**config.mk**
```make
export PLATFORM = sky130hd
export DESIGN_NAME = dcache_ctrl
export DESIGN_NICKNAME = d
export VERILOG_FILES = /design/src/dcache_pkg.sv /design/src/dcache_ctrl.sv
export SDC_FILE = /design/constraint.sdc
export NUM_CORES = 1
export LEC_CHECK = 0
export ABC_CLOCK_PERIOD_IN_PS = 5700
export BUFFER_PORTS_ARGS = -buffer_cell sky130_fd_sc_hd__buf_2
export CORE_AREA = 2 2 256 258
export CTS_CLUSTER_DIAMETER = 120
export CTS_CLUSTER_SIZE = 14
export DETAILED_ROUTE_END_ITERATION = 8
export DIE_AREA = 0 0 258 260
export GPL_ROUTABILITY_DRIVEN = 0
export PLACE_DENSITY_LB_ADDON = 0.1
export RECOVER_POWER = 50
export SYNTH_ARGS = -nofsm -noshare
export SYNTH_HDL_FRONTEND = slang
export SYNTH_SLANG_ARGS = --single-unit
```
**constraint.sdc**
```tcl
create_clock -name clk -period 5.7 [get_ports clk]
set_input_delay 0.57 -clock clk [delete_from_list [all_inputs] [get_ports clk]]
set_output_delay 0.57 -clock clk [all_outputs]
set_load 0.01 [all_outputs]
```
**src/dcache_pkg.sv**
```systemverilog
package dcache_pkg;

    // fixed geometry, the set count comes from the SETS parameter
    localparam int line_words = 4;
    localparam int way_num = 4;

    typedef logic [31:0] word_t;

    // word 0 sits in the low bits
    typedef word_t [line_words-1:0] line_t;

    typedef enum logic [1:0] {
        size_byte = 2'd0,
        size_half = 2'd1,
        size_word = 2'd2
    } access_size_e;

    // store data is taken from the low bits of wdata
    typedef struct packed {
        logic         store;
        logic [31:0]  addr;
        word_t        wdata;
        access_size_e size;
        logic         signed_ext;
        logic [2:0]   spare;
    } cpu_req_t;

    typedef struct packed {
        word_t rdata;
    } cpu_rsp_t;

    // line-aligned refill address
    typedef struct packed {
        logic [31:0] addr;
    } mem_rd_req_t;

    // line-aligned write-back address
    typedef struct packed {
        logic [31:0] addr;
    } mem_wr_req_t;

    // one bit per way, at most one set
    typedef logic [way_num-1:0] way_mask_t;

endpackage

```
**src/dcache_ctrl.sv**
```systemverilog
module dcache_ctrl #(
    parameter int SETS = 64
) (
    input  logic                      clk,
    input  logic                      arst_n,
    input  logic                      cpu_req_valid,
    output logic                      cpu_req_ready,
    input  dcache_pkg::cpu_req_t      cpu_req,
    output logic                      cpu_rsp_valid,
    output dcache_pkg::cpu_req_t      req_buf,
    output logic                      mem_rd_valid,
    input  logic                      mem_rd_ready,
    output dcache_pkg::mem_rd_req_t   mem_rd_req,
    input  logic                      mem_rd_data_valid,
    input  dcache_pkg::word_t         mem_rd_data,
    input  logic                      mem_rd_last,
    output logic                      mem_wr_valid,
    input  logic                      mem_wr_ready,
    output dcache_pkg::mem_wr_req_t   mem_wr_req,
    output logic                      mem_wr_data_valid,
    input  logic                      mem_wr_data_ready,
    output dcache_pkg::word_t         mem_wr_data,
    output logic                      mem_wr_last,
    output logic                      mem_wr_resp_ready,
    input  logic                      mem_wr_resp_valid,
    output logic [$clog2(SETS)-1:0]   index,
    output logic [27-$clog2(SETS):0]  tag,
    output logic [1:0]                word_sel,
    output logic [3:0]                byte_en,
    output dcache_pkg::word_t         wdata,
    output dcache_pkg::way_mask_t     tag_way_we,
    output logic                      set_dirty,
    output logic                      clr_dirty,
    output dcache_pkg::way_mask_t     data_way_we,
    output logic                      fill,
    output dcache_pkg::line_t         fill_line,
    output logic                      touch,
    output dcache_pkg::way_mask_t     touch_way,
    input  dcache_pkg::way_mask_t     hit_way,
    input  dcache_pkg::way_mask_t     victim_way,
    input  logic [27-$clog2(SETS):0]  victim_tag,
    input  logic                      victim_valid,
    input  logic                      victim_dirty,
    input  dcache_pkg::line_t         wb_line
);
    localparam int idx_w = $clog2(SETS);
    localparam int tag_w = 32 - idx_w - 4;

    typedef enum logic [3:0] {
        st_idle,
        st_lookup,
        st_wb_addr,
        st_wb_data,
        st_wb_resp,
        st_rd_req,
        st_rd_data,
        st_install,
        st_respond
    } state_e;

    state_e state_q, state_d;
    dcache_pkg::cpu_req_t req_q;
    dcache_pkg::way_mask_t mb_way_q;
    logic [tag_w-1:0] mb_tag_q;
    dcache_pkg::line_t mb_line_q;
    dcache_pkg::line_t fill_q;
    logic [1:0] beat_q;
    logic hit;

    assign hit = |hit_way;
    assign req_buf = req_q;
    assign index = req_q.addr[idx_w+3:4];
    assign tag = req_q.addr[31:idx_w+4];
    assign word_sel = req_q.addr[3:2];

    // store data moves into its byte lane
    assign wdata = req_q.wdata << {req_q.addr[1:0], 3'b000};

    always_comb begin
        unique case (req_q.size)
            dcache_pkg::size_byte: byte_en = 4'b0001 << req_q.addr[1:0];
            dcache_pkg::size_half: byte_en = 4'b0011 << req_q.addr[1:0];
            default: byte_en = 4'b1111;
        endcase
    end

    // store miss merges into the refilled line
    always_comb begin
        fill_line = fill_q;
        for (int b = 0; b < 4; b++) begin
            if (req_q.store && byte_en[b]) begin
                fill_line[word_sel][b*8 +: 8] = wdata[b*8 +: 8];
            end
        end
    end

    assign mem_rd_req.addr = {req_q.addr[31:4], 4'b0000};
    assign mem_wr_req.addr = {mb_tag_q, index, 4'b0000};
    assign mem_wr_data = mb_line_q[beat_q];
    assign mem_wr_last = (beat_q == 2'd3);

    always_ff @(posedge clk or negedge arst_n) begin
        if (!arst_n) begin
            state_q <= st_idle;
            beat_q <= '0;
        end else begin
            state_q <= state_d;
            if (state_q == st_wb_addr || state_q == st_rd_req) begin
                beat_q <= '0;
            end else if ((state_q == st_wb_data && mem_wr_data_ready) ||
                         (state_q == st_rd_data && mem_rd_data_valid)) begin
                beat_q <= beat_q + 2'd1;
            end
        end
    end

    // request, miss and refill buffers
    always_ff @(posedge clk) begin
        if (cpu_req_valid && cpu_req_ready) begin
            req_q <= cpu_req;
        end
        if (state_q == st_lookup && !hit) begin
            mb_way_q <= victim_way;
            mb_tag_q <= victim_tag;
            mb_line_q <= wb_line;
        end
        if (state_q == st_rd_data && mem_rd_data_valid) begin
            fill_q[beat_q] <= mem_rd_data;
        end
    end

    always_comb begin
        state_d = state_q;
        cpu_req_ready = 1'b0;
        cpu_rsp_valid = 1'b0;
        mem_rd_valid = 1'b0;
        mem_wr_valid = 1'b0;
        mem_wr_data_valid = 1'b0;
        mem_wr_resp_ready = 1'b0;
        tag_way_we = '0;
        data_way_we = '0;
        set_dirty = 1'b0;
        clr_dirty = 1'b0;
        fill = 1'b0;
        touch = 1'b0;
        touch_way = hit_way;
        unique case (state_q)
            st_idle: begin
                cpu_req_ready = 1'b1;
                if (cpu_req_valid) begin
                    state_d = st_lookup;
                end
            end
            st_lookup: begin
                if (hit) begin
                    // store hit writes the word and marks the line dirty
                    cpu_rsp_valid = 1'b1;
                    touch = 1'b1;
                    if (req_q.store) begin
                        tag_way_we = hit_way;
                        data_way_we = hit_way;
                        set_dirty = 1'b1;
                    end
                    state_d = st_idle;
                end else if (victim_valid && victim_dirty) begin
                    state_d = st_wb_addr;
                end else begin
                    state_d = st_rd_req;
                end
            end
            st_wb_addr: begin
                mem_wr_valid = 1'b1;
                if (mem_wr_ready) begin
                    state_d = st_wb_data;
                end
            end
            st_wb_data: begin
                mem_wr_data_valid = 1'b1;
                if (mem_wr_data_ready && mem_wr_last) begin
                    state_d = st_wb_resp;
                end
            end
            st_wb_resp: begin
                mem_wr_resp_ready = 1'b1;
                if (mem_wr_resp_valid) begin
                    state_d = st_rd_req;
                end
            end
            st_rd_req: begin
                mem_rd_valid = 1'b1;
                if (mem_rd_ready) begin
                    state_d = st_rd_data;
                end
            end
            st_rd_data: begin
                if (mem_rd_data_valid && mem_rd_last) begin
                    state_d = st_install;
                end
            end
            st_install: begin
                fill = 1'b1;
                tag_way_we = mb_way_q;
                data_way_we = mb_way_q;
                set_dirty = req_q.store;
                clr_dirty = !req_q.store;
                touch = 1'b1;
                touch_way = mb_way_q;
                state_d = st_respond;
            end
            st_respond: begin
                // tag now matches, so the load reads the new line as a hit
                cpu_rsp_valid = 1'b1;
                state_d = st_idle;
            end
            default: begin
                state_d = st_idle;
            end
        endcase
    end

endmodule

```
## Yosys cells after proc, flatten, opt, wreduce, memory -nomap -nowiden

Index checks and enable logic that the tools add are counted.

- Shift-type cells: 3
- Add/sub/neg operators: 1
- Equality and inequality tests: 16
- $lt $le $gt $ge: 4
- Reduce and logical (&&, ||, !) cells: 22
- Muxes and demuxes: 50

Operator list:

| operator | count |
|---|---|
| 128-bit bitwise mux | 5 |
| 128-bit 2-to-1 mux | 4 |
| 32-bit demux with 2-bit select | 5 |
| 32-bit 2-to-1 mux | 3 |
| 32-bit binary-select mux with 2-bit select | 1 |
| 4-bit 2-to-1 mux | 9 |
| 4-bit one-hot mux with 8 select lines | 1 |
| 32-bit by 5-bit left shift with 32-bit output | 1 |
| 24-bit 2-to-1 mux | 1 |
| 4-bit by 3-bit equality test with 1-bit output, second input constant | 4 |
| 16-bit 2-to-1 mux | 1 |
| 4-bit one-hot mux with 2 select lines | 2 |
| 1-bit logical AND | 13 |
| 1-bit 2-to-1 mux | 10 |
| 4-bit by 2-bit equality test with 1-bit output, second input constant | 2 |
| 8-bit 2-to-1 mux | 1 |
| 2-bit inequality test, second input constant | 4 |
| 2-bit by 3-bit less-than comparator with 1-bit output, second input constant | 2 |
| 3-bit 2-to-1 mux | 2 |
| 1-bit one-hot mux with 2 select lines | 3 |
| 6-bit AND reduction | 1 |
| 4-bit by 1-bit equality test with 1-bit output, second input constant | 1 |
| 4-bit equality test, second input constant | 1 |
| 2-bit by 1-bit >= comparator with 1-bit output, second input constant | 2 |
| other kinds (13) | 17 |

- Bits in registers: 359
- Word-level logic and storage cells: 114
- Output and inout bits: 384
- Bits of input ports: 272

## Logic depth before layout (Yosys ltp)

- Depth in word-level cells: 12
- Mapped depth: 7
- Gate-level depth less buffers: 5

## Worst setup path before layout

OpenSTA, ideal clock, no wires.

- Kind: input port to flip-flop
- Start: in hit_way[0]
- End: reg state_q[1]
- Path slack: 539 ps
- Buffers on the path: 0
- Stages on the path: 4
- Setup time: 93 ps
- Data arrival time: 5069 ps
- Required time: 5607 ps
- Cells stage by stage: nor4_1 -> and3_1 -> a31oi_1 -> mux2i_1

- Word-level cells in the longest chain between the ends: 3

Ends and longest elaborated chain:

| element | line | source |
|---|---|---|
| start: declaration | dcache_ctrl.sv:39 | `input dcache_pkg::way_mask_t hit_way,` |
| 4-bit OR reduction | dcache_ctrl.sv:70 | `assign hit = \|hit_way;` |
| 3-bit 2-to-1 mux | dcache_ctrl.sv:155 | `if (hit) begin` |
| 4-bit one-hot mux with 8 select lines | dcache_ctrl.sv:147 | `unique case (state_q)` |
| end signal: assignment | dcache_ctrl.sv:104 | `state_q <= st_idle;` |
| end signal: assignment | dcache_ctrl.sv:107 | `state_q <= state_d;` |
| end: declaration | dcache_ctrl.sv:61 | `state_e state_q, state_d;` |

Every way passes these cells.
A chain may end at the register's enable or synchronous reset.

==> reports/results.tsv <==
stage	metric	value	unit
sta	hold_violations	0	
clocking	clock_tree.buffer_depth	3	
worst_setup_path	max_stage_delay	0.82	ns
drt	drtPass1Iterations	5	
clocking	cts_hold_buf	1	
sta	setup_tns	0	ns
grt	grt_pass1_wl	76100	um
logic_synthesis	avgSynthCellArea	15.7	um^2
drt	wl_per_cell	22.9	um
worst_setup_path	required	5.13	ns
sta	skew	0.0190	ns
sta	fin_crit	3.95	ns
sta	maxSlewHeadroom	11.8	%
logic_synthesis	yosys.area.top_type_share	72.0	%
logic_synthesis	yosys.area_share.simple	5.97	%
drt	drt_first_iter_violations	581	
worst_setup_path	cp_cell_sequence	nor2b_1, nand2_1, o21ai_0, buf_2	
clocking	postCtsSetupBuffers	0	
clocking	cts_tree	built	
worst_setup_path	cp_top_family	simple AND/OR/NAND/NOR gates	
worst_setup_path	path_class	reg -> out	
grt	grt_max_degree	132	
logic_synthesis	synth_top_family_by_area	multiplexers	
logic_synthesis	synthCells	936	
clocking	root_buffer	clkbuf_16	
grt	antenna_found_initial	19	
logic_synthesis	synth-xor-area-share	0	%
drt	wl	55100	um
power_and_ir_drop	power_density	359	nW/um^2
sta	setup_viol	0	
worst_setup_path	endpoint_kind	output port	
power_and_ir_drop	peakVddDrop	0.225	mV
clocking	clkLatencyLatePin	0.59	ns
clocking	numCtsBuffers	29	
sta	drv_slew	0	
logic_synthesis	synthAdderAreaFrac	0.340	%
flow_run	maxCapViolCount	0	
sta	fmax	253	MHz
clocking	clkSinkCount	359	
logic_synthesis	ys_types	44	
sta	rsz0062_at_grt	no	
worst_setup_path	critPathMaxFanout	16	
drt	viasPerCell	4.13	
finish	drive_above_1_share	38.6	%
logic_synthesis	yosysTopAreaCell	edfxtp_1	
logic_synthesis	synth-warning-count	0	
drt	drtAntennaViolNets	0	
placement	hpwl	41800	um
grt	grt_use_total	15.7	%
logic_synthesis	netlist_area	14700	um^2
logic_synthesis	yosysMostFrequentCell	edfxtp_1	
worst_setup_path	cp_slowest_cell	nand2_1	
sta	tightestPinTransition	1.32	ns
sta	fin_crit_sh	69.3	%
die	die_y	260	um
logic_synthesis	synthFlopType	edfxtp_1	
logic_synthesis	synth_compound_area_share	5.10	%
logic_synthesis	synth_seq_cells	359	
finish	nFillCells	6774	
logic_synthesis	synth_edf_count	353	
grt	gr-total-overflow	0	
die	die_w	258	um
die	die_area	67100	um^2
hold_path	hp-class	in -> reg	
die	ios	656	
clocking	postCtsResizedCells	0	
finish	finalNetCount	1798	
die	start_util	23.0	%
drt	routed-via-count	9947	
clocking	h-tree-depth	1	
finish	areaGrowthSynthToFinish	29.2	%
clocking	path_clk_slew	0.07	ns
logic_synthesis	synth_commonest_cells	353 x edfxtp_1, 118 x nand2_1, 97 x o21ai_0	
finish	fin_area	19000	um^2
worst_setup_path	cp_num_buf_inv	1	
outcome	status	complete, no violations	
placement	port_buffers	647	
die	rows	93	
logic_synthesis	synth.area.top_cells	edfxtp_1 72%, mux4_2 4.9%, buf_4 4.2%	
worst_setup_path	cp-start-kind	flop	
power_and_ir_drop	p_leak	7.28	nW
worst_setup_path	arrival	3.38	ns
power_and_ir_drop	total_power	6.83	mW
logic_synthesis	muxShareOfSynthArea	9.64	%
grt	first_global_vias	10400	
logic_synthesis	synthArstFlopShare	1.67	%
placement	place_area	18400	um^2
finish	utilization	29.7	%
die	core_area	64100	um^2
logic_synthesis	yosysSeqAreaShare	73.0	%
drt	drcViolationCount	0	
-- state kept, by name (all words and copies together) (netlist names), 4 cells and up --
register    count
mb_line_q     128
mem_rd_req     22
mb_tag_q       22
state_q         4
mb_way_q        4
req_buf        43
fill_q        128
index           6
-- kinds of logic (layout without fill, tap and decap cells) --
family | after synthesis | after routing
buffers and inverters | 141 | 743
AO/OA/AOI/OAI | 139 | 139
multiplexers | 96 | 96
flip-flops | 359 | 359
other | 1 | 15
AND/OR/NAND/NOR | 196 | 196
adder cells (fa/ha/maj) | 4 | 4
-- worst paths after layout --
path                                 end     startpoint  slack (ns)  cells after the start
max reg2reg                  req_buf[37]     state_q[1]        2.58                      3
max                        fill_line[59]    req_buf[40]        1.75                      4
min reg2reg                   state_q[2]     state_q[3]        0.72                      1
max in group asynchronous      beat_q[1]         arst_n        5.03                      2
min                          mb_way_q[0]  victim_way[0]        0.15                      1
min in group asynchronous     state_q[0]         arst_n        0.40                      2
-- layer usage --
layer	track usage [%]	share of wire (%)
met5	0	0.23
met4	3.77	2.3
met3	5.87	9.1
met2	27.5	50
met1	18.2	39
-- power breakdown --
| part | internal (mW) | switching (mW) |
|---|---|---|
| Clock | 0.958 | 0.963 |
| Combinational | 0.662 | 0.925 |
| Sequential | 3.07 | 0.251 |
| Total | 4.69 | 2.14 |
-- layout make-up --
type	instances	area (um^2)	area share, %
Sequential cell	359	10800	56.5
Multi-Input combinational cell	443	3130	16.5
Timing Repair Buffer	659	3100	16.3
Tap cell	855	1070	5.63
Clock buffer	52	812	4.27
Inverter	30	113	0.592
Antenna cell	7	17.5	0.0921
Clock inverter	2	16.3	0.0855
-- cells in the final DEF, fill, tap and decap left out, drive strengths merged, types with 2 or more instances in the layout --
| cell | n |
|---|---|
| buf | 467 |
| diode | 7 |
| a21boi | 2 |
| and3 | 2 |
| nor2 | 26 |
| mux2i | 18 |
| o21ai | 101 |
| a21oi | 24 |
| dfrtp | 6 |
| mux2 | 46 |
| clkbuf | 243 |
| nand3 | 4 |
| a31oi | 2 |
| and2b | 2 |
| ha | 4 |
| nand2 | 124 |
| nand2b | 3 |
| a22o | 4 |
| edfxtp | 353 |
| nor3 | 7 |
| mux4 | 32 |
| conb | 8 |
| and2 | 7 |
| nor4 | 2 |
| inv | 31 |
| nor2b | 15 |
-- worst reg2reg max path, delay by kind of cell, from the launching register on --
kind | cells | cell delay (ns)
buf+inv | 1 | 0.77
flops | 1 | 0.53
simple gates | 2 | 1.35
-- stage by stage --
step	hold slack [ns]	cells	worst slack (ns)
2_1_floorplan	0.274	943	0.539
5_1_grt	0.0983	2405	1.57
6_report	0.147	2407	1.75
3_3_place_gp	0.402	2345	2.40
3_5_place_dp	0.403	2345	2.34
4_1_cts	0.0915	2400	1.69
No activity file was read; power rests on OpenSTA's default activity.
