File: src/dcache_pkg.sv
package dcache_pkg;

    // fixed geometry, the set count comes from the SETS parameter
    localparam int line_words = 4;
    localparam int way_num = 4;

    typedef logic [31:0] word_t;

    // word 0 sits in the low bits
    typedef word_t [line_words-1:0] line_t;

    typedef enum logic [1:0] {
        size_byte = 2'd0,
        size_half = 2'd1,
        size_word = 2'd2
    } access_size_e;

    // store data is taken from the low bits of wdata
    typedef struct packed {
        logic         store;
        logic [31:0]  addr;
        word_t        wdata;
        access_size_e size;
        logic         signed_ext;
        logic [2:0]   spare;
    } cpu_req_t;

    typedef struct packed {
        word_t rdata;
    } cpu_rsp_t;

    // line-aligned refill address
    typedef struct packed {
        logic [31:0] addr;
    } mem_rd_req_t;

    // line-aligned write-back address
    typedef struct packed {
        logic [31:0] addr;
    } mem_wr_req_t;

    // one bit per way, at most one set
    typedef logic [way_num-1:0] way_mask_t;

endpackage

File: src/dcache_load_align.sv
module dcache_load_align (
    input  dcache_pkg::line_t        line,
    input  logic [1:0]               word_sel,
    input  logic [1:0]               byte_off,
    input  dcache_pkg::access_size_e size,
    input  logic                     signed_ext,
    output dcache_pkg::word_t        rdata
);
    dcache_pkg::word_t word;
    dcache_pkg::word_t shifted;

    assign word = line[word_sel];

    // move the addressed field down to bit 0
    assign shifted = word >> {byte_off, 3'b000};

    always_comb begin
        unique case (size)
            dcache_pkg::size_byte: begin
                rdata = {{24{signed_ext & shifted[7]}}, shifted[7:0]};
            end
            dcache_pkg::size_half: begin
                rdata = {{16{signed_ext & shifted[15]}}, shifted[15:0]};
            end
            default: begin
                rdata = shifted;
            end
        endcase
    end

endmodule

File: config.mk
export PLATFORM = sky130hd
export DESIGN_NAME = dcache_load_align
export DESIGN_NICKNAME = d
export VERILOG_FILES = /design/src/dcache_pkg.sv /design/src/dcache_load_align.sv
export SDC_FILE = /design/constraint.sdc
export NUM_CORES = 1
export LEC_CHECK = 0
export ABC_AREA = 1
export BUFFER_PORTS_ARGS = -buffer_cell sky130_fd_sc_hd__buf_2
export CAP_MARGIN = 20
export CORE_MARGIN = 2
export CORE_UTILIZATION = 41
export DETAILED_ROUTE_END_ITERATION = 7
export PLACE_DENSITY = 0.86
export SYNTH_ARGS = -nofsm -noshare
export SYNTH_HDL_FRONTEND = slang
export SYNTH_SLANG_ARGS = --single-unit
export TNS_END_PERCENT = 10
File: constraint.sdc
create_clock -name vclk -period 1.5
set_input_delay 0.15 -clock vclk [all_inputs]
set_output_delay 0.15 -clock vclk [all_outputs]
set_load 0.005 [all_outputs]
Word-level counts from Yosys, hierarchy flattened
Index checks and enable logic that the tools add are counted.
{"block": "totals", "in_bits": 135, "wordCells": 9, "output_inout_bits": 32, "ff_bits": 0}
{"block": "op_classes", "eq_ne": 1, "n_mux": 3, "n_reduce_logical": 1, "n_bitwise": 2, "n_shift": 1, "order_cmp": 1}
{"cell": "$bmux 32 s2", "n": 1}
{"cell": "$pmux 32 s2", "n": 1}
{"cell": "$mux 32", "n": 1}
{"cell": "$shr 32x5->32", "n": 1}
{"cell": "$lt 2x3->1 const B", "n": 1}
{"cell": "$and 1x1->1", "n": 2}
{"cell": "$eq 2x1->1 const B", "n": 1}
{"cell": "$logic_not 2->1", "n": 1}

Logic depth before layout (Yosys ltp)
Gate-level depths: netlist of the first run.
{"block": "depth", "ltp_word": 5, "ltp_mapped": 11, "ltp_nobuf": 9}

Worst setup path before layout of the first run
No wires, ideal clock.
{"block": "synth_path", "path_type": "input to output", "from": "in byte_off[1]", "to": "out rdata[29]", "setup_slack_ns": 0.329, "t_arrival_ns": 1.021, "t_required_ns": 1.350, "path_buffers": 2, "cell_stages": 5, "cell_sequence": "buf_2 -> nor2_1 -> buf_2 -> nand4_1 -> nand3_2"}
{"block": "synth_between", "elab_chain_len": 3, "elab_cells_between_ends": 4, "classes_between": "shift: 1; mux: 1; bitwise: 2"}
{"item": "start: declaration", "line_no": "dcache_load_align.sv:4", "rtl": "input logic [1:0] byte_off,"}
{"item": "$shr 32x5->32 (*)", "line_no": "dcache_load_align.sv:15", "rtl": "assign shifted = word >> {byte_off, 3'b000};"}
{"item": "$and 1x1->1 (on tied branches)", "line_no": "dcache_load_align.sv:23, dcache_load_align.sv:20"}
{"item": "$pmux 32 s2 (*)", "line_no": "dcache_load_align.sv:18", "rtl": "unique case (size)"}
{"item": "end: declaration", "line_no": "dcache_load_align.sv:7", "rtl": "output dcache_pkg::word_t rdata"}
Every way passes the cells marked *; elsewhere a longest branch is shown, timed or not.

Worst setup path in the final report of the first run
{"block": "layout_path", "from": "in word_sel[1]", "to": "out rdata[4]"}
{"block": "layout_between", "elab_chain_len": 4}
{"item": "start: declaration", "line_no": "dcache_load_align.sv:3", "rtl": "input logic [1:0] word_sel,"}
{"item": "$bmux 32 s2", "line_no": "dcache_load_align.sv:12", "rtl": "assign word = line[word_sel];"}
{"item": "$mux 32 (not written as such)", "line_no": "dcache_load_align.sv:12"}
{"item": "$shr 32x5->32", "line_no": "dcache_load_align.sv:15"}
{"item": "$pmux 32 s2", "line_no": "dcache_load_align.sv:18"}
No other way between the ends. The select of a mux whose other input is x is not followed.

==> run_results.csv, run 1 <==
group,metric,value,unit
setup_path,crit_path_end_kind,"output pin",
finish,nFillCells,424,
setup_path,critPathLaunch,"word_sel[1]",
finish,clock_buffers,0,
timing,period_share,96.8,%
drt,drtIter0Drc,307,
timing,setup_viol,0,
logic_synthesis,syn_area,1920,um^2
global_routing,grt.total_usage,29.0,%
setup_path,path_max_fanout,28,
die,die_area,5260,um^2
timing,slew_headroom,68.7,%
logic_synthesis,syn_nets,521,
timing,drv_slew,0,
global_routing,antenna_found_initial,0,
global_routing,grt_pass1_vias,2929,
drt,wire_per_inst,14.4,um
logic_synthesis,synth_area_leaders,"nand2_1, nand3_1, nand3_2",
logic_synthesis,synth.avg_cell_area,4.99,um^2
finish,finalNetCount,684,
timing,max_clock_freq,689,MHz
timing,hold_ws,745,ps
die,row_count,24,
placement,io_buffers,167,
timing,hold_viol_final,0,
finish,drive_above_1_share,42.4,%
drt,drt_first_pass_iters,4,
placement,place_worst_setup_slack,-91.5,ps
die,die_w,72.5,um
outcome,status,"finished, final reports clean",
cts,hold_buffers,0,
timing,rsz0062_at_grt,"yes",
drt,drc,0,
run,drv_cap,0,
finish,n_antenna_cell,0,
placement,dp_hpwl,6190,um
min_path,min_path_cells,6,
logic_synthesis,ys_top_cells_by_count,"nand2_1, nand3_1, nor2_1, o21ai_0, nand3_2",
logic_synthesis,synth_top_cell_by_area,"nand2_1",
placement,gp_congestion,0.887,
pwr,seq_power_share,0,%
logic_synthesis,synth_cell_types,23,
setup_path,crit_type,"in2out",
logic_synthesis,seq_area_frac_synth,0,%
pwr,p_per_area,326,nW/um^2
finish,design.seq.count,0,
drt,ant_nets,0,
die,start_util,43.3,%
drt,via_per_inst,5.54,
setup_path,critPathLaunchType,"primary input",
min_path,holdCritPathClass,"in2out",
pwr,combPwrFrac,100.0,%
pwr,swShare,54.8,%
setup_path,cp.required,1350,ps
logic_synthesis,yosysMostFrequentCell,"nand2_1",
global_routing,grt_start_max_net_pins,57,
global_routing,grt_first_pass_wirelength,12600,um
setup_path,cp.arrival,1300,ps
pwr,p_switching,539,uW
finish,area_delta_synth_final,56.9,%
timing,period_needed,1450,ps
finish,seqCellArea,0,um^2
pwr,internal_power,445,uW
pwr,p_leak,0.00176,uW
timing,worst_slack,48.4,ps
drt,drt-total-wl,8620,um
die,die_h,72.5,um
min_path,holdCritStartpoint,"size[1]",
logic_synthesis,synth_top_area_share,33.0,%
drt,vias,3318,
timing,worst_pin_slew,468,ps
logic_synthesis,synth_cells,386,
pwr,p_clk_share,0,%
logic_synthesis,ys.warnings.count,0,
pwr,peakVddDrop,0.172,mV
die,io-pin-count,167,
global_routing,grt-ovfl-total,0,
die,core_area,4440,um^2
==> power by group through the flow <==
| stage | sequential, uW | clock, uW | combinational [uW] |
|---|---|---|---|
| 5_1_grt | 0 | 0 | 1080 |
| 2_1_floorplan | 0 | 0 | 510 |
| 4_1_cts | 0 | 0 | 892 |
| 3_3_place_gp | 0 | 0 | 858 |
| 3_5_place_dp | 0 | 0 | 873 |
| 6_report | 0 | 0 | 984 |
==> per-layer routing <==
layer,GRT usage (%),vias to the layer above,routed length [um]
met1,35.4,1445,3340
met3,2.36,30,866
li1,-,1625,-
met2,53.9,218,4120
met5,0,-,0
met4,8.23,0,293
==> worst paths after layout <==
check | slack [ps] | to
worst min-delay path | 750 | rdata[12]
worst max-delay path | 50 | rdata[4]
==> layout by cell type (no fill, tap or decap), types with 5 or more instances in the layout <==
| cell | Yosys | layout |
|---|---|---|
| a21oi_1 | 7 | 7 |
| buf_2 | 7 | 166 |
| buf_4 | 6 | 13 |
| nand2_1 | 169 | 168 |
| nand3_1 | 63 | 56 |
| nand3_2 | 19 | 23 |
| nand3_4 | 2 | 9 |
| nand4_1 | 7 | 7 |
| nor2_1 | 27 | 26 |
| o211ai_1 | 5 | 5 |
| o21ai_0 | 24 | 24 |
| o21ai_1 | 14 | 10 |
| o21ai_2 | 1 | 5 |
| o22ai_1 | 7 | 7 |
==> cells by family after synthesis <==
logic type             count (synthesis)  synth area share [%]
buffers and inverters                 39                  14.4
and+or+nand+nor                      289                  69.2
AOI/OAI and AO/OA                     58                  16.4
==> area by class of cell <==
type / count / area (um^2) / area share [%]
multi-input cells: 351 / 1800 / 59.5
well taps: 52 / 65.1 / 2.15
inverters: 7 / 33.8 / 1.12
repair buffers: 189 / 1120 / 37.3
==> stage by stage <==
| stage | cell area [um^2] | utilization (%) | total power [uW] | setup TNS (ps) | std cells |
|---|---|---|---|---|---|
| 6_report | 3020 | 67.9 | 984 | 0 | 599 |
| 5_1_grt | 3020 | 67.9 | 1080 | -333 | 599 |
| 4_1_cts | 2800 | 62.9 | 892 | -75.8 | 592 |
| 3_5_place_dp | 2760 | 62.1 | 873 | -1370 | 591 |
| 3_3_place_gp | 2760 | 62.1 | 858 | -208 | 591 |
| 2_1_floorplan | 1920 | - | 510 | 0 | 386 |
==> worst max-delay path, stage by stage <==
cell	delay, ps
buf_2	130
inv_2	130
buf_12	200
o21ai_0	110
o22ai_1	250
o21ai_0	120
nand2_1	80
buf_2	120
==> repair_timing <==
action,in CTS,in global routing
setup endpoints to repair,29,31
setup buffers,0,1
cloned,1,6
resized for setup,5,24
pin swaps,2,9
Power figures use the tool's default switching activity.
==> run 2, diff against run 1 <==
Settings changed: SETUP_SLACK_MARGIN from default to 0.5, SKIP_LAST_GASP from default to 1.
==> run 2 against run 1 <==
The run now ends with negative setup slack left. Cell area rose by 19%. Highest routed layer unchanged. Critical path type unchanged. Largest power group unchanged. Core utilization rose by 13 points. Cell count up 2.5%.
==> run_results.csv, run 2 (synthesis results as in run 1) <==
group,metric,value,unit
drt,vias,3612,
timing,rsz0062_at_grt,"yes",
global_routing,antenna_found_initial,0,
pwr,p_leak,0.00201,uW
timing,hold_viol_final,0,
finish,finalNetCount,699,
setup_path,cp.arrival,1380,ps
timing,period_share,102,%
drt,ant_nets,0,
timing,drv_slew,0,
finish,final_cell_mix,"buf_2, nand2_1, nand3_1, nand3_2, nand2_2",
global_routing,grt_start_max_net_pins,32,
placement,io_buffers,167,
run,drv_cap,0,
drt,drc,0,
setup_path,cp.required,1350,ps
min_path,holdCritPathClass,"in2out",
finish,seqCellArea,0,um^2
drt,drt_first_pass_iters,5,
placement,gp_congestion,0.852,
die,io-pin-count,167,
die,row_count,24,
setup_path,crit_type,"in2out",
outcome,status,"finished, violations left",
setup_path,path_max_fanout,6,
global_routing,grt_pass1_vias,3166,
finish,clock_buffers,0,
finish,drive_above_1_share,53.9,%
finish,n_antenna_cell,0,
cts,hold_buffers,0,
placement,dp_cells,595,
placement,dp_hpwl,6290,um
pwr,finalPower,1190,uW
die,die_area,5260,um^2
setup_path,critPathLaunchType,"primary input",
die,die_w,72.5,um
setup_path,crit_path_end_kind,"output pin",
drt,drt-total-wl,10600,um
global_routing,grt_first_pass_wirelength,14000,um
timing,slew_headroom,67.5,%
global_routing,grt.total_usage,32.4,%
die,core_area,4440,um^2
timing,worst_slack,-25.9,ps
finish,design.seq.count,0,
timing,worst_pin_slew,485,ps
drt,drtIter0Drc,318,
pwr,peakVddDrop,0.244,mV
finish,fin_cells,614,
global_routing,grt-ovfl-total,0,
outcome,violations,"negative setup slack",
die,start_util,43.3,%
timing,setup_viol,18,
drt,via_per_inst,5.88,
die,die_h,72.5,um
drt,wire_per_inst,17.2,um
finish,area_delta_synth_final,87.3,%
timing,max_clock_freq,655,MHz
timing,period_needed,1530,ps
finish,layout_commonest_cell,"buf_2",
placement,place_worst_setup_slack,-83.5,ps
pwr,p_per_area,330,nW/um^2
-- run 2: cell count changes in the layout (fill, tap and decap cells not counted), moves of 3 or more --
cell,before,now
o21ai_0,24,20
nand2_2,1,27
nand3_4,9,15
o21ai_2,5,9
nor2_1,26,23
buf_16,1,5
buf_6,3,8
nand3_1,56,36
nand3_2,23,34
nand2_1,168,140
buf_12,3,9
-- run 2: metrics by stage --
stage	util (%)	hold WS [ps]	TNS, ps	area [um^2]
after global placement	65.2	728	-170	2900
after floorplan	-	530	0	2010
final	81.1	795	-218	3600
after detailed placement	65.2	748	-1040	2900
after CTS	72.3	750	0	3210
after global routing	81.1	823	-1390	3600
-- run 2: worst paths after layout --
kind  depth (start not counted)   endpoint        start  slack [ps]
max                          11  rdata[13]  word_sel[0]         -30
min                           6  rdata[25]     line[25]         800
-- run 2: worst max-delay path, stage by stage --
cell	delay [ps]
buf_16	140
buf_8	150
nand2_2	90
nand3_4	100
nand3_4	100
nand3_4	80
nand3_4	90
buf_6	140
clkbuf_16	150
nand2_1	70
buf_2	110
-- run 2: area by class of cell --
cell class / instances / area [um^2]
Timing Repair inverter: 1 / 11.3
Multi-Input combinational cell: 348 / 2020
Inverter: 7 / 60.1
Tap cell: 52 / 65.1
Timing Repair Buffer: 206 / 1450
Fill cell: 315 / 840
-- run 2: timing repair --
item                       in CTS  in global routing
buffers inserted                7                  2
cloned                          6                  4
pin swaps                      10                 27
gates resized for setup        36                 73
setup endpoints to repair      32                 32
-- run 2: power breakdown --
| part | internal, uW | total, uW | switching (uW) |
|---|---|---|---|
| Sequential | 0 | 0 | 0 |
| Combinational | 552 | 1190 | 639 |
| Clock | 0 | 0 | 0 |
| Total | 552 | 1190 | 639 |
-- run 2: metal layers --
| layer | GRT usage (%) | vias to the layer above | part of all wire, % |
|---|---|---|---|
| met1 | 35.9 | 1606 | 35 |
| met3 | 2.64 | 52 | 8.8 |
| met5 | 0 | - | 0 |
| met4 | 7.20 | 0 | 5.1 |
| met2 | 65.7 | 296 | 51 |
| li1 | - | 1658 | - |
==> run 3, diff against run 2 <==
Settings changed: CORE_UTILIZATION 41 to 40, PLACE_DENSITY 0.86 to 0.84.
Clock period 1.5 ns to 1.44 ns, I/O delays scaled along.
==> run 3 against run 2 <==
The flow still finishes with violations (negative setup slack). Total power is 2.7% lower. Die area grew 2.4%. Sequential share of layout area is the same. Via count fell by 4.5%. Routed wire length decreased by 8.2%. Combinational power about the same. Flip-flop and latch count is the same. Worst hold slack got worse by 46 ps. Global-route usage decreased by 1.0 points.
==> run_results.csv, run 3 (synthesis results as in run 1) <==
group,metric,value,unit
finish,design.seq.count,0,
min_path,holdCritPathClass,"in2out",
finish,n_antenna_cell,0,
min_path,min_path_cells,6,
placement,dp_hpwl,6380,um
pwr,p_per_area,340,nW/um^2
finish,final_cell_mix,"buf_2, nand2_1, nand3_1, nand3_2, nor2_1",
global_routing,grt_first_pass_wirelength,13500,um
placement,postPlaceCellArea,2890,um^2
outcome,violations,"negative setup slack",
global_routing,grt.total_usage,31.4,%
timing,setup_viol,17,
global_routing,grt-ovfl-total,0,
timing,hold_viol_final,0,
die,die_area,5380,um^2
global_routing,antenna_found_initial,0,
min_path,holdCritStartpoint,"size[0]",
drt,via_per_inst,5.67,
finish,clock_buffers,0,
drt,ant_nets,0,
global_routing,gr-max-usage-layer,"met2",
global_routing,use_met2,60.0,%
timing,worst_pin_slew,423,ps
min_path,min_to,"rdata[12]",
global_routing,gr-usage-met1,34.0,%
finish,drive_above_1_share,49.7,%
timing,worst_slack,-42.7,ps
pwr,p_leak,0.00195,uW
timing,period_share,103,%
drt,drc,0,
drt,drt-total-wl,9710,um
pwr,peakVddDrop,0.214,mV
die,die_w,73.4,um
finish,final_cell_area,3410,um^2
finish,seqCellArea,0,um^2
timing,period_needed,1480,ps
finish,nFillCells,393,
global_routing,grt_start_max_net_pins,32,
timing,slew_headroom,71.7,%
setup_path,cp.required,1300,ps
finish,finalNetCount,692,
setup_path,cp.arrival,1340,ps
global_routing,grt_pass1_vias,3073,
timing,drv_slew,0,
setup_path,path_max_fanout,6,
die,die_h,73.4,um
setup_path,crit_type,"in2out",
finish,area_delta_synth_final,77.0,%
die,row_count,25,
drt,wire_per_inst,15.9,um
placement,io_buffers,167,
global_routing,grtUsageMet3,2.74,%
timing,max_clock_freq,674,MHz
drt,vias,3450,
timing,rsz0062_at_grt,"yes",
die,core_area,4690,um^2
placement,gp_congestion,0.832,
run,drv_cap,0,
setup_path,crit_path_end_kind,"output pin",
die,io-pin-count,167,
drt,drtIter0Drc,253,
finish,layout_commonest_cell,"buf_2",
die,start_util,41.0,%
setup_path,critPathLaunchType,"primary input",
timing,tns,-209,ps
drt,drt_first_pass_iters,5,
outcome,status,"finished, violations left",
## run 3: cell count changes in the layout (fill, tap and decap cells not counted), moves of 3 or more
cell and change:
buf_16 -3, nand3_1 +5, buf_4 -3, nand2_2 -11
nand3_4 -3, nand2_1 +11
## run 3: power by group
part / internal (uW) / leakage, uW / total (uW) / switching [uW]
logic: 543 / 0.00195 / 1160 / 616
registers: 0 / 0 / 0 / 0
clock network: 0 / 0 / 0 / 0
## run 3: critical path, cell delays in order
cell     delay, ps
buf_12         130
buf_8          130
buf_4          130
nand2_1         90
nand3_1        140
nand2_2        130
nand2_1         50
nand3_1         70
nand2_1         60
nand2_1         80
nand2_2         50
buf_2          120
## run 3: layer usage
metal	part of all wire, %	wire [um]
met1	37	3630
met2	51	4910
met3	7.0	679
met4	5.0	481
met5	0	0
## run 3: area by class of cell
type | count | area, um^2 | share of cell area [%]
tap | 54 | 67.6 | 1.98
timing repair buffer | 199 | 1360 | 39.9
multi-input combinational | 348 | 1930 | 56.6
timing repair inverter | 1 | 8.76 | 0.257
inverter | 7 | 41.3 | 1.21
## run 3: worst max-delay path by stage
stage | from | end | cells after the start
detailed placement | word_sel[0] | rdata[19] | 9
floorplan | word_sel[0] | rdata[12] | 11
CTS | word_sel[0] | rdata[22] | 11
finish | word_sel[0] | rdata[12] | 12
global route | word_sel[0] | rdata[12] | 12
global placement | word_sel[0] | rdata[19] | 9
## run 3: through the flow
stage               power, uW  setup WS [ps]  utilization (%)  std cells  hold slack (ps)
global route             1260           -128             72.6        609              798
finish                   1160          -42.7             72.6        609              750
global placement          935          -68.3             61.7        596              723
floorplan                 553            352                -        386              518
CTS                      1050           34.1             68.0        607              729
detailed placement        950           -123             61.7        596              727
## run 3: what timing repair did
item | CTS | global route
pin swaps | 13 | 12
gates resized for setup | 35 | 37
endpoints found under the setup margin | 32 | 32
gates cloned | 7 | 2
buffers inserted | 4 | 0
hold buffers | 0 | 0
