===== src/dcache_pkg.sv =====
package dcache_pkg;

    // fixed geometry, the set count comes from the SETS parameter
    localparam int line_words = 4;
    localparam int way_num = 4;

    typedef logic [31:0] word_t;

    // word 0 sits in the low bits
    typedef word_t [line_words-1:0] line_t;

    typedef enum logic [1:0] {
        size_byte = 2'd0,
        size_half = 2'd1,
        size_word = 2'd2
    } access_size_e;

    // store data is taken from the low bits of wdata
    typedef struct packed {
        logic         store;
        logic [31:0]  addr;
        word_t        wdata;
        access_size_e size;
        logic         signed_ext;
        logic [2:0]   spare;
    } cpu_req_t;

    typedef struct packed {
        word_t rdata;
    } cpu_rsp_t;

    // line-aligned refill address
    typedef struct packed {
        logic [31:0] addr;
    } mem_rd_req_t;

    // line-aligned write-back address
    typedef struct packed {
        logic [31:0] addr;
    } mem_wr_req_t;

    // one bit per way, at most one set
    typedef logic [way_num-1:0] way_mask_t;

endpackage


===== src/dcache_plru.sv =====
module dcache_plru #(
    parameter int SETS = 64
) (
    input  logic                    clk,
    input  logic                    arst_n,
    input  logic [$clog2(SETS)-1:0] index,
    input  logic                    touch,
    input  dcache_pkg::way_mask_t   touch_way,
    output dcache_pkg::way_mask_t   victim_way
);
    // bit 0 picks the half, bit 1 ways 0/1, bit 2 ways 2/3
    logic [SETS-1:0][2:0] tree_q;
    logic [1:0] touch_idx;
    logic [2:0] bits;

    assign touch_idx = {touch_way[3] | touch_way[2], touch_way[3] | touch_way[1]};
    assign bits = tree_q[index];

    always_comb begin
        victim_way = '0;
        if (!bits[0]) begin
            victim_way[{1'b0, bits[1]}] = 1'b1;
        end else begin
            victim_way[{1'b1, bits[2]}] = 1'b1;
        end
    end

    // point every node on the path away from the touched way
    always_ff @(posedge clk or negedge arst_n) begin
        if (!arst_n) begin
            tree_q <= '0;
        end else if (touch) begin
            tree_q[index][0] <= ~touch_idx[1];
            if (!touch_idx[1]) begin
                tree_q[index][1] <= ~touch_idx[0];
            end else begin
                tree_q[index][2] <= ~touch_idx[0];
            end
        end
    end

endmodule


===== config.mk =====
export PLATFORM = sky130hd
export DESIGN_NAME = dcache_plru
export DESIGN_NICKNAME = d
export VERILOG_FILES = /design/src/dcache_pkg.sv /design/src/dcache_plru.sv
export SDC_FILE = /design/constraint.sdc
export NUM_CORES = 1
export LEC_CHECK = 0
export BUFFER_PORTS_ARGS = -buffer_cell sky130_fd_sc_hd__buf_4
export CORE_MARGIN = 4
export CORE_UTILIZATION = 30
export DETAILED_ROUTE_END_ITERATION = 6
export HOLD_SLACK_MARGIN = 0.06
export PLACE_DENSITY = 0.42
export SLEW_MARGIN = 10
export SYNTH_ARGS = -nofsm -noshare
export SYNTH_HDL_FRONTEND = slang
export SYNTH_SLANG_ARGS = --single-unit

===== constraint.sdc =====
create_clock -name clk -period 2.7 [get_ports clk]
set_input_delay 0.405 -clock clk [delete_from_list [all_inputs] [get_ports clk]]
set_output_delay 0.405 -clock clk [all_outputs]
set_load 0.02 [all_outputs]

# Word-level counts from Yosys, hierarchy flattened
# Index checks and enable logic that the tools add are counted.
# W data, S select, Z words.
op_classes:
  order_cmp: 6
  mux: 17
  bitwise: 4
  n_reduce_logical: 3
ops:
  columns: ["operator", "count"]
  rows:
  - ["$bwmux W192", 3]
  - ["$mux W192", 1]
  - ["$demux W3 S6", 3]
  - ["$bmux W3 S6", 1]
  - ["$lt A6 B7 Y1 const B", 1]
  - ["$ge A6 B1 Y1 const B", 1]
  - ["$mux W3", 2]
  - ["$mux W4", 1]
  - ["$logic_and A1 B1 Y1", 3]
  - ["$lt A1 B3 Y1 const B", 1]
  - ["$lt A2 B3 Y1 const B", 1]
  - ["$mux W1", 3]
  - ["$demux W1 S1", 2]
  - ["$ge A2 B1 Y1 const B", 1]
  - ["$mux W2", 1]
  - ["$not A1 Y1", 2]
  - ["$or A1 B1 Y1", 2]
  - ["$ge A1 B1 Y1 const B", 1]
totals:
  reg_bits: 192
  input_bits: 13
  output_inout_bits: 4
  elab_cells: 94

# Depth between registers and ports, before layout
# Gate-level depths: netlist of the first run.
logic_depth:
  ltp_word: 7
  depth_mapped: 10
  depth_no_buf: 6

# Least setup slack after synthesis of the first run
# Ideal clock, no wire load.
synth_timing:
  kind: "input-to-output"
  startpoint: "input index[1]"
  endpoint: "output victim_way[3]"
  arrival_ns: 2.110
  required_time_ns: 2.295
  slack_ns: 0.185
  cell_stages: 8
  n_path_buf: 2
  cell_sequence: "buf_6 buf_4 and2b_1 a22oi_1 mux4_2 nor3b_2 nor4_2 a31oi_1"
synth_via:
  elab_chain_cells: 7
  elab_cells_between_ends: 8
  cone_classes: "order compare: 2; mux: 5; reduce/logical: 1"
synth_lines:
  columns: ["item", "line", "rtl"]
  rows:
  - ["from (decl)", "dcache_plru.sv:6", "input logic [$clog2(SETS)-1:0] index,"]
  - ["$bmux W3 S6 *", "dcache_plru.sv:17", "assign bits = tree_q[index];"]
  - ["$mux W3 (not written as such) *", "dcache_plru.sv:17", null]
  - ["$lt A2 B3 Y1 (not written as such) or $ge A2 B1 Y1 (tied branches)", "dcache_plru.sv:24", "victim_way[{1'b1, bits[2]}] = 1'b1;"]
  - ["$logic_and A1 B1 Y1 (not written as such)", "dcache_plru.sv:24", null]
  - ["$mux W1 (not written as such)", "dcache_plru.sv:24", null]
  - ["$demux W1 S1", "dcache_plru.sv:24", null]
  - ["$mux W4 *", "dcache_plru.sv:21", "if (!bits[0]) begin"]
  - ["to (decl)", "dcache_plru.sv:9", "output dcache_pkg::way_mask_t victim_way"]
# Mark *: on every way between the ends. The rest lies on a longest branch, timed or not. The select of a mux whose other input is x is not followed.

# Worst setup path in the final report of the first run
layout_timing:
  startpoint: "register tree_q[107] (netlist name)"
  endpoint: "output victim_way[2]"
layout_via:
  elab_chain_cells: 7
  elab_cells_between_ends: 8
  cone_classes: "order compare: 2; mux: 5; reduce/logical: 1"
layout_lines:
  columns: ["item", "line", "rtl"]
  rows:
  - ["from (decl)", "dcache_plru.sv:12", "logic [SETS-1:0][2:0] tree_q;"]
  - ["from (signal, indexed assignment)", "dcache_plru.sv:33", "tree_q[index][0] <= ~touch_idx[1];"]
  - ["from (signal, indexed assignment)", "dcache_plru.sv:35", "tree_q[index][1] <= ~touch_idx[0];"]
  - ["from (signal, indexed assignment)", "dcache_plru.sv:37", "tree_q[index][2] <= ~touch_idx[0];"]
  - ["$bmux W3 S6 *", "dcache_plru.sv:17", null]
  - ["$mux W3 (not written as such) *", "dcache_plru.sv:17", null]
  - ["$lt A2 B3 Y1 (not written as such) or $ge A2 B1 Y1 (tied branches)", "dcache_plru.sv:24", null]
  - ["$logic_and A1 B1 Y1 (not written as such)", "dcache_plru.sv:24", null]
  - ["$mux W1 (not written as such)", "dcache_plru.sv:24", null]
  - ["$demux W1 S1 *", "dcache_plru.sv:24", null]
  - ["$mux W4 *", "dcache_plru.sv:21", null]
# Marks and branches as above.

==> results.json, run 1 <==
{
  "grt_busiest_layer": "met2",
  "hpwl_um": 20900,
  "rsz0062_at_grt": "true",
  "vias": 7924,
  "drc": 0,
  "grtUsageTotal": 0.180,
  "synth_edf_count": 0,
  "grt_max_degree": 62,
  "synth.distinct_cells": 58,
  "ys_top_cells_by_count": "dfrtp_1 (192), o21ai_0 (158), o31ai_1 (114), a21oi_1 (77), clkbuf_1 (76)",
  "synth_compound_area_frac": 0.306,
  "maxCapViolCount": 0,
  "grt_pass1_vias": 7679,
  "cts_made_buffers": 17,
  "hold_depth": 5,
  "relSlewSlack": 0.378,
  "largest_reg_flops": 192,
  "core_um2": 31600,
  "die-area_um2": 35000,
  "syn_inst": 968,
  "synth-seq-area-share": 0.499,
  "regToRegSetupSlack_ns": 1.97,
  "hp-class": "in2reg",
  "fin_setup_tns_ns": -0.602,
  "syn_area_um2": 9620,
  "syn_avg_cell_area_um2": 9.94,
  "critPathKind": "reg2out",
  "fin_nets": 1028,
  "grt_use_met2": 0.275,
  "areaGrowthSynthToFinish_pct": 19.5,
  "clk_pin_slew_ns": 0.08,
  "top_register": "tree_q",
  "rows": 65,
  "syn-num-nets": 981,
  "finalWeightedCongestion": 0.797,
  "met1_usage": 0.271,
  "clk_latency_ns": 0.44,
  "cts_root_buf": "clkbuf_16",
  "yosysTopAreaCellShare": 0.499,
  "worstPathMaxFanout": 2,
  "synth_top_family_by_area": "compound AO/OA/AOI/OAI gates",
  "grt_pass1_wl_um": 49100,
  "final-max-slew-violation-count": 0,
  "start_kind": "register",
  "yosys-top-cells-area": "dfrtp_1 (50%), o31ai_1 (8.9%), o21ai_0 (8.2%), a21oi_1 (4.0%), clkbuf_1 (3.0%)",
  "violations": "negative setup slack",
  "detail_route.iter0.violations": 726,
  "end_kind": "output port",
  "outcome": "finished, violations left",
  "cts_tree": "yes",
  "p_per_area_nw_per_um2": 581,
  "htree_num_levels": 4,
  "p_total_w": 0.00668,
  "final-setup-viol-count": 4,
  "period_share": 1.08,
  "peakVddDrop_mv": 0.465,
  "synth-simple-area-share": 0.0891,
  "hold_violations": 0,
  "ant_nets": 0,
  "drive_gt1_frac": 0.216,
  "ios": 17,
  "ys.flop_type": "dfrtp_1",
  "max_slew.worst_pin.slew_ns": 0.929,
  "initial_utilization": 0.304,
  "power_leakage_nw": 4.72,
  "cts_sinks": 192,
  "synthMuxAreaShare": 0.0503,
  "numPortBuffers": 15,
  "grt_overflow": 0,
  "setup_slack_ns": -0.214,
  "period_minus_slack_ns": 2.91,
  "vias_per_cell": 5.55,
  "reg2reg_depth": 2,
  "worstPathRequired_ns": 2.30,
  "clockBufferDepth": 2,
  "dr.pass1.iters": 5,
  "async_reset_ff_frac": 1.00,
  "die_w_um": 187,
  "diodes": 0,
  "antenna_found_initial": 0,
  "wl_per_cell_um": 22.2,
  "crit_arrival_ns": 2.51,
  "fmax_ghz": 0.343,
  "skew_ns": 0,
  "die_h_um": 187,
  "yosys.area_share.adder": 0,
  "top_regs": "tree_q (192)",
  "finalWirelength_um": 31800,
  "yosys.area.top_type": "dfrtp_1",
  "synth_seq_cells": 192,
  "yosysWarnings": 0,
  "synth_most_common_cell": "dfrtp_1",
  "synth_xor_xnor_area_share": 0,
  "grt_use_met3": 0.0310
}
==> logic make-up after synthesis <==
kind of cell / after synthesis
AO/OA/AOI/OAI: 467
buffers and inverters: 115
flip-flops: 192
multiplexers: 33
AND/OR/NAND/NOR: 161
==> power breakdown <==
part           internal (W)  total (W)  switching, W
clock network       0.00134    0.00259       0.00125
logic              0.000362   0.000899      0.000537
registers           0.00308    0.00319      0.000112
total               0.00478    0.00668       0.00189
==> cell usage in the layout, fill, tap and decap left out, types with 3 or more instances in the layout <==
cell and count:
dfrtp_1 192, o21ai_0 157, buf_4 122, o31ai_1 114, a21oi_1 76, nor2_1 47
a31oi_1 44, nand2_1 27, a22oi_1 19, mux2i_1 18, a221oi_1 17, clkbuf_16 17
nand3b_1 16, nand3_1 13, mux4_2 12, nand2b_1 9, or3b_2 9, buf_12 8
buf_6 7, o21ai_1 6, nor3_1 6, o221ai_1 6, inv_6 6, nor2b_1 5
inv_1 3, o22a_1 3, nand3_2 3, or2_2 3, mux2_2 3, clkbuf_8 3
==> routing by layer <==
layer | share of wire | vias to the layer above
li1 | - | 3783
met1 | 0.51 | 3988
met2 | 0.45 | 136
met3 | 0.032 | 17
met4 | 0.010 | 0
met5 | 0 | -
==> per-stage QoR <==
step                utilization  instances  setup slack, ns  instance area (um^2)  hold WS [ns]
floorplan                     -        968            0.185                  9620         0.109
detailed placement        0.340       1398           -0.359                 10800         0.441
CTS                       0.360       1429           -0.238                 11400         0.460
global route              0.363       1429           -0.335                 11500         0.473
finish                    0.363       1429           -0.214                 11500         0.473
global placement          0.340       1398           -0.375                 10800         0.444
==> critical path, cell delays in order (launching register included) <==
cell	delay, ns
dfrtp_1	0.39
and3_1	0.22
a2111oi_2	0.34
a311o_1	0.23
o2111ai_4	0.17
nor4_4	0.39
and2_4	0.22
buf_6	0.12
==> area by class of cell <==
type	count	area, um^2
tap	402	503
fill	3156	20100
clock buffer	19	453
clock inverter	12	124
inverter	3	11.3
timing repair buffer	140	1190
sequential	192	4800
multi-input combinational	661	4410
==> final timing paths <==
check | start | endpoint
setup / recovery | tree_q[107] | victim_way[2]
hold / removal | touch_way[3] | tree_q[127]
setup reg to reg | tree_q[25] | tree_q[25]
hold reg to reg | tree_q[183] | tree_q[183]
max in group asynchronous | arst_n | tree_q[189]
min in group asynchronous | arst_n | tree_q[143]
==> what timing repair did <==
| action | 4_1_cts | 5_1_grt |
|---|---|---|
| hold buffers | 1 | 0 |
| resized for setup | 15 | 23 |
| endpoints found under the setup margin | 4 | 4 |
| endpoints found under the hold margin | 58 | 0 |
| buffers inserted | 0 | 0 |
| pin swaps | 6 | 13 |
Power figures use the tool's default switching activity.
==> inputs of run 2 (changes only) <==
==> constraint.sdc (replaced) <==
create_clock -name clk -period 3.6 [get_ports clk]
set_input_delay 0.54 -clock clk [delete_from_list [all_inputs] [get_ports clk]]
set_output_delay 0.54 -clock clk [all_outputs]
set_load 0.01 [all_outputs]
==> results.json, run 2 (synthesized netlist as in run 1, its figures left out) <==
{
  "finalWeightedCongestion": 0.740,
  "stdcell_count": 1370,
  "die_h_um": 187,
  "vias_per_cell": 5.61,
  "clk_latency_ns": 0.44,
  "clk_pin_slew_ns": 0.08,
  "cts_sinks": 192,
  "ant_nets": 0,
  "hpwl_um": 19700,
  "critPathKind": "reg2out",
  "fmax_ghz": 0.285,
  "hold_violations": 0,
  "period_minus_slack_ns": 3.51,
  "layout_commonest_cell": "dfrtp_1",
  "placedCellCount": 1338,
  "grtUsageTotal": 0.180,
  "layout_common_cells": "dfrtp_1 (192), o21ai_0 (158), o31ai_1 (114)",
  "outcome": "complete, no violations",
  "ios": 17,
  "whs_ns": 0.0499,
  "power_leakage_nw": 4.36,
  "crit_arrival_ns": 2.97,
  "period_share": 0.975,
  "drc": 0,
  "worstPathRequired_ns": 3.06,
  "diodes": 0,
  "core_um2": 31600,
  "largest_reg_flops": 192,
  "relSlewSlack": 0.333,
  "fin_nets": 968,
  "p_total_w": 0.00486,
  "areaGrowthSynthToFinish_pct": 12.7,
  "num-fill-cells": 3224,
  "end_kind": "output port",
  "detail_route.iter0.violations": 626,
  "grt_pass1_wl_um": 49400,
  "rsz0062_at_grt": "false",
  "rows": 65,
  "maxCapViolCount": 0,
  "top_regs": "tree_q (192)",
  "drive_gt1_frac": 0.154,
  "htree_num_levels": 4,
  "peakVddDrop_mv": 0.338,
  "antenna_found_initial": 0,
  "grt_pass1_vias": 7843,
  "dr.pass1.iters": 5,
  "final-max-slew-violation-count": 0,
  "cts_root_buf": "clkbuf_16",
  "finalWirelength_um": 31200,
  "p_per_area_nw_per_um2": 449,
  "cts_tree": "yes",
  "numPortBuffers": 15,
  "start_kind": "register",
  "skew_ns": 0,
  "grt_max_degree": 75,
  "top_register": "tree_q",
  "wl_per_cell_um": 22.8,
  "initial_utilization": 0.304,
  "die_w_um": 187,
  "cts_made_buffers": 17,
  "final-setup-viol-count": 0,
  "clockBufferDepth": 2,
  "hp-class": "in2async",
  "grt_overflow": 0,
  "max_slew.worst_pin.slew_ns": 0.997,
  "worstPathMaxFanout": 2,
  "die-area_um2": 35000,
  "vias": 7687
}
## run 2: critical path, cell delays in order, from the launching register on
cell and delay [ns]:
dfrtp_1 0.38, and3_1 0.17, a2111oi_0 0.58, a311o_1 0.20, o2111ai_1 0.25, nor4_2 0.46, a31oi_1 0.16, buf_4 0.19
buf_4 0.13
## run 2: timing repair
| item | 4_1_cts | 5_1_grt |
|---|---|---|
| hold endpoints to repair | 0 | 0 |
| endpoints found under the setup margin | 0 | 1 |
| resized for setup | 0 | 2 |
| setup buffers | 0 | 0 |
| hold buffers | 0 | 0 |
## run 2: cell type report
type | count | area (um^2) | share of cell area
Clock inverter | 14 | 123 | 0.0113
Multi-Input combinational cell | 661 | 4290 | 0.396
Clock buffer | 18 | 439 | 0.0405
Inverter | 3 | 11.3 | 0.00104
Tap cell | 402 | 503 | 0.0464
Sequential cell | 192 | 4800 | 0.443
Timing Repair Buffer | 80 | 673 | 0.0621
## run 2: path summary, 6_finish.rpt
path | endpoint | cells past startpoint | from | slack (ns)
max | victim_way[3] | 8 | tree_q[107] | 0.09
min | tree_q[158] | 1 | arst_n | 0.05
max reg2reg | tree_q[136] | 2 | tree_q[136] | 2.85
min reg2reg | tree_q[104] | 2 | tree_q[104] | 0.51
max in group asynchronous | tree_q[169] | 2 | arst_n | 2.75
min in group clk | tree_q[104] | 2 | tree_q[104] | 0.51
## run 2: per-layer routing
layer	global-route usage	wire length, um	vias to the layer above
met5	0	0	-
met4	0.0424	422	0
met3	0.0284	1330	26
met2	0.277	14100	202
met1	0.267	15300	3791
li1	-	-	3668
## run 2: report_power, final
part / total, W / internal, W / switching, W
logic: 0.000602 / 0.000219 / 0.000383
clock network: 0.00188 / 0.000929 / 0.000948
registers: 0.00239 / 0.00231 / 0.0000781
## run 2: stage by stage
stage,TNS (ns),setup slack [ns],utilization,cell area (um^2)
detailed placement,0,0.0475,0.325,10300
finish,0,0.0914,0.343,10800
global placement,-0.0155,-0.0155,0.325,10300
floorplan,0,0.957,-,9620
CTS,0,0.0447,0.343,10800
global route,0,0.0282,0.343,10800
==> inputs of run 3 (changes only) <==
CORE_MARGIN = default   (was 4)
CTS_BUF_LIST = sky130_fd_sc_hd__clkbuf_8   (was default)
==> results.json, run 3 (synthesized netlist as in run 1, its figures left out) <==
{
  "pre_cts_ws_ns": 0.129,
  "vias_per_cell": 5.65,
  "clk_latency_ns": 0.48,
  "grtUsageTotal": 0.198,
  "critPathKind": "in2out",
  "grt_pass1_vias": 7575,
  "setup_slack_ns": 0.138,
  "fmax_ghz": 0.289,
  "peakVddDrop_mv": 0.234,
  "final-setup-viol-count": 0,
  "cts_resized": 0,
  "largest_reg_flops": 192,
  "clockBufferDepth": 2,
  "relSlewSlack": 0.322,
  "num-fill-cells": 3282,
  "drive_gt1_frac": 0.156,
  "cts_tree": "yes",
  "die_w_um": 181,
  "reg2reg_depth": 2,
  "htree_num_levels": 4,
  "hp-class": "in2async",
  "finalWirelength_um": 31800,
  "critPathMaxStageDelay_ns": 0.53,
  "core_um2": 31600,
  "ios": 17,
  "initial_utilization": 0.305,
  "outcome": "complete, no violations",
  "cp_slowest_cell": "mux4_2",
  "rsz0062_at_grt": "false",
  "top_register": "tree_q",
  "final-max-slew-violation-count": 0,
  "end_kind": "output port",
  "rr_startpoint": "tree_q[31]",
  "vias": 7776,
  "hold_violations": 0,
  "detail_route.iter0.violations": 652,
  "die_h_um": 181,
  "rows": 65,
  "cts_sinks": 192,
  "critPathMostFrequentCell": "buf_4",
  "skew_ns": 0,
  "crit_buf_inv": 4,
  "areaGrowthSynthToFinish_pct": 10.9,
  "grt_max_degree": 83,
  "grt_pass1_wl_um": 48900,
  "p_per_area_nw_per_um2": 409,
  "maxCapViolCount": 0,
  "period_minus_slack_ns": 3.46,
  "regToRegSetupSlack_ns": 2.86,
  "clk_pin_slew_ns": 0.10,
  "ctsHoldBuffers": 0,
  "r2r-end": "tree_q[31]",
  "worstPathMaxFanout": 27,
  "cp_top_family": "buffers and inverters",
  "drc": 0,
  "layout_commonest_cell": "dfrtp_1",
  "hpwl_um": 19900,
  "die-area_um2": 32800,
  "grt_overflow": 0,
  "layout_common_cells": "dfrtp_1 (192), o21ai_0 (158), o31ai_1 (114)",
  "cts_root_buf": "clkbuf_8",
  "numPortBuffers": 15,
  "finalWeightedCongestion": 0.762,
  "worstPathRequired_ns": 3.06,
  "top_regs": "tree_q (192)",
  "cts_made_buffers": 17,
  "cp_cell_sequence": "buf_4 -> buf_4 -> mux4_2 -> o21a_1 -> a211o_1 -> nor4_2 -> buf_4 -> and2_1 -> buf_4",
  "dr.pass1.iters": 5,
  "crit_arrival_ns": 2.92,
  "whs_ns": 0.0922,
  "fin_nets": 973,
  "fin_setup_tns_ns": 0,
  "period_share": 0.962,
  "power_leakage_nw": 4.28,
  "max_slew.worst_pin.slew_ns": 1.01,
  "antenna_found_initial": 0,
  "start_kind": "primary input",
  "wl_per_cell_um": 23.1,
  "ant_nets": 0,
  "post_cts_buffers": 0
}
[run 3: worst max path at each step]
stage | from | slack (ns) | to | cells after the start
4_1_cts | index[0] | 0.11 | victim_way[2] | 9
6_report | index[0] | 0.14 | victim_way[2] | 9
2_1_floorplan | index[0] | 0.96 | victim_way[2] | 10
3_5_place_dp | index[0] | 0.13 | victim_way[2] | 9
5_1_grt | index[0] | 0.04 | victim_way[1] | 10
3_3_place_gp | index[0] | 0.12 | victim_way[2] | 9
[run 3: cell type report]
class	instances	area, um^2	area share
Antenna cell	1	2.50	0.000235
Clock buffer	18	248	0.0232
Clock inverter	14	108	0.0101
Inverter	3	11.3	0.00106
Multi-Input combinational cell	661	4290	0.402
Sequential cell	192	4800	0.450
Tap cell	402	503	0.0471
Timing Repair Buffer	85	707	0.0663
[run 3: metal layers]
layer	part of all wire	GRT usage	routed length, um
met1	0.51	0.297	16100
met2	0.45	0.300	14300
met3	0.036	0.0298	1140
met4	0.0066	0.0441	211
met5	0	0	0
[run 3: stage by stage]
stage / instance area (um^2) / util / instances / power, W
finish: 10700 / 0.338 / 1376 / 0.00436
global route: 10700 / 0.338 / 1375 / 0.00458
CTS: 10700 / 0.338 / 1375 / 0.00442
detailed placement: 10300 / 0.327 / 1343 / 0.00305
global placement: 10300 / 0.327 / 1343 / 0.00304
floorplan: 9620 / - / 968 / 0.00278
[run 3: power breakdown]
part           switching [W]  leakage (nW)  internal [W]
clock network       0.000860         0.175      0.000505
logic               0.000390          1.48      0.000222
registers          0.0000790          2.63       0.00231
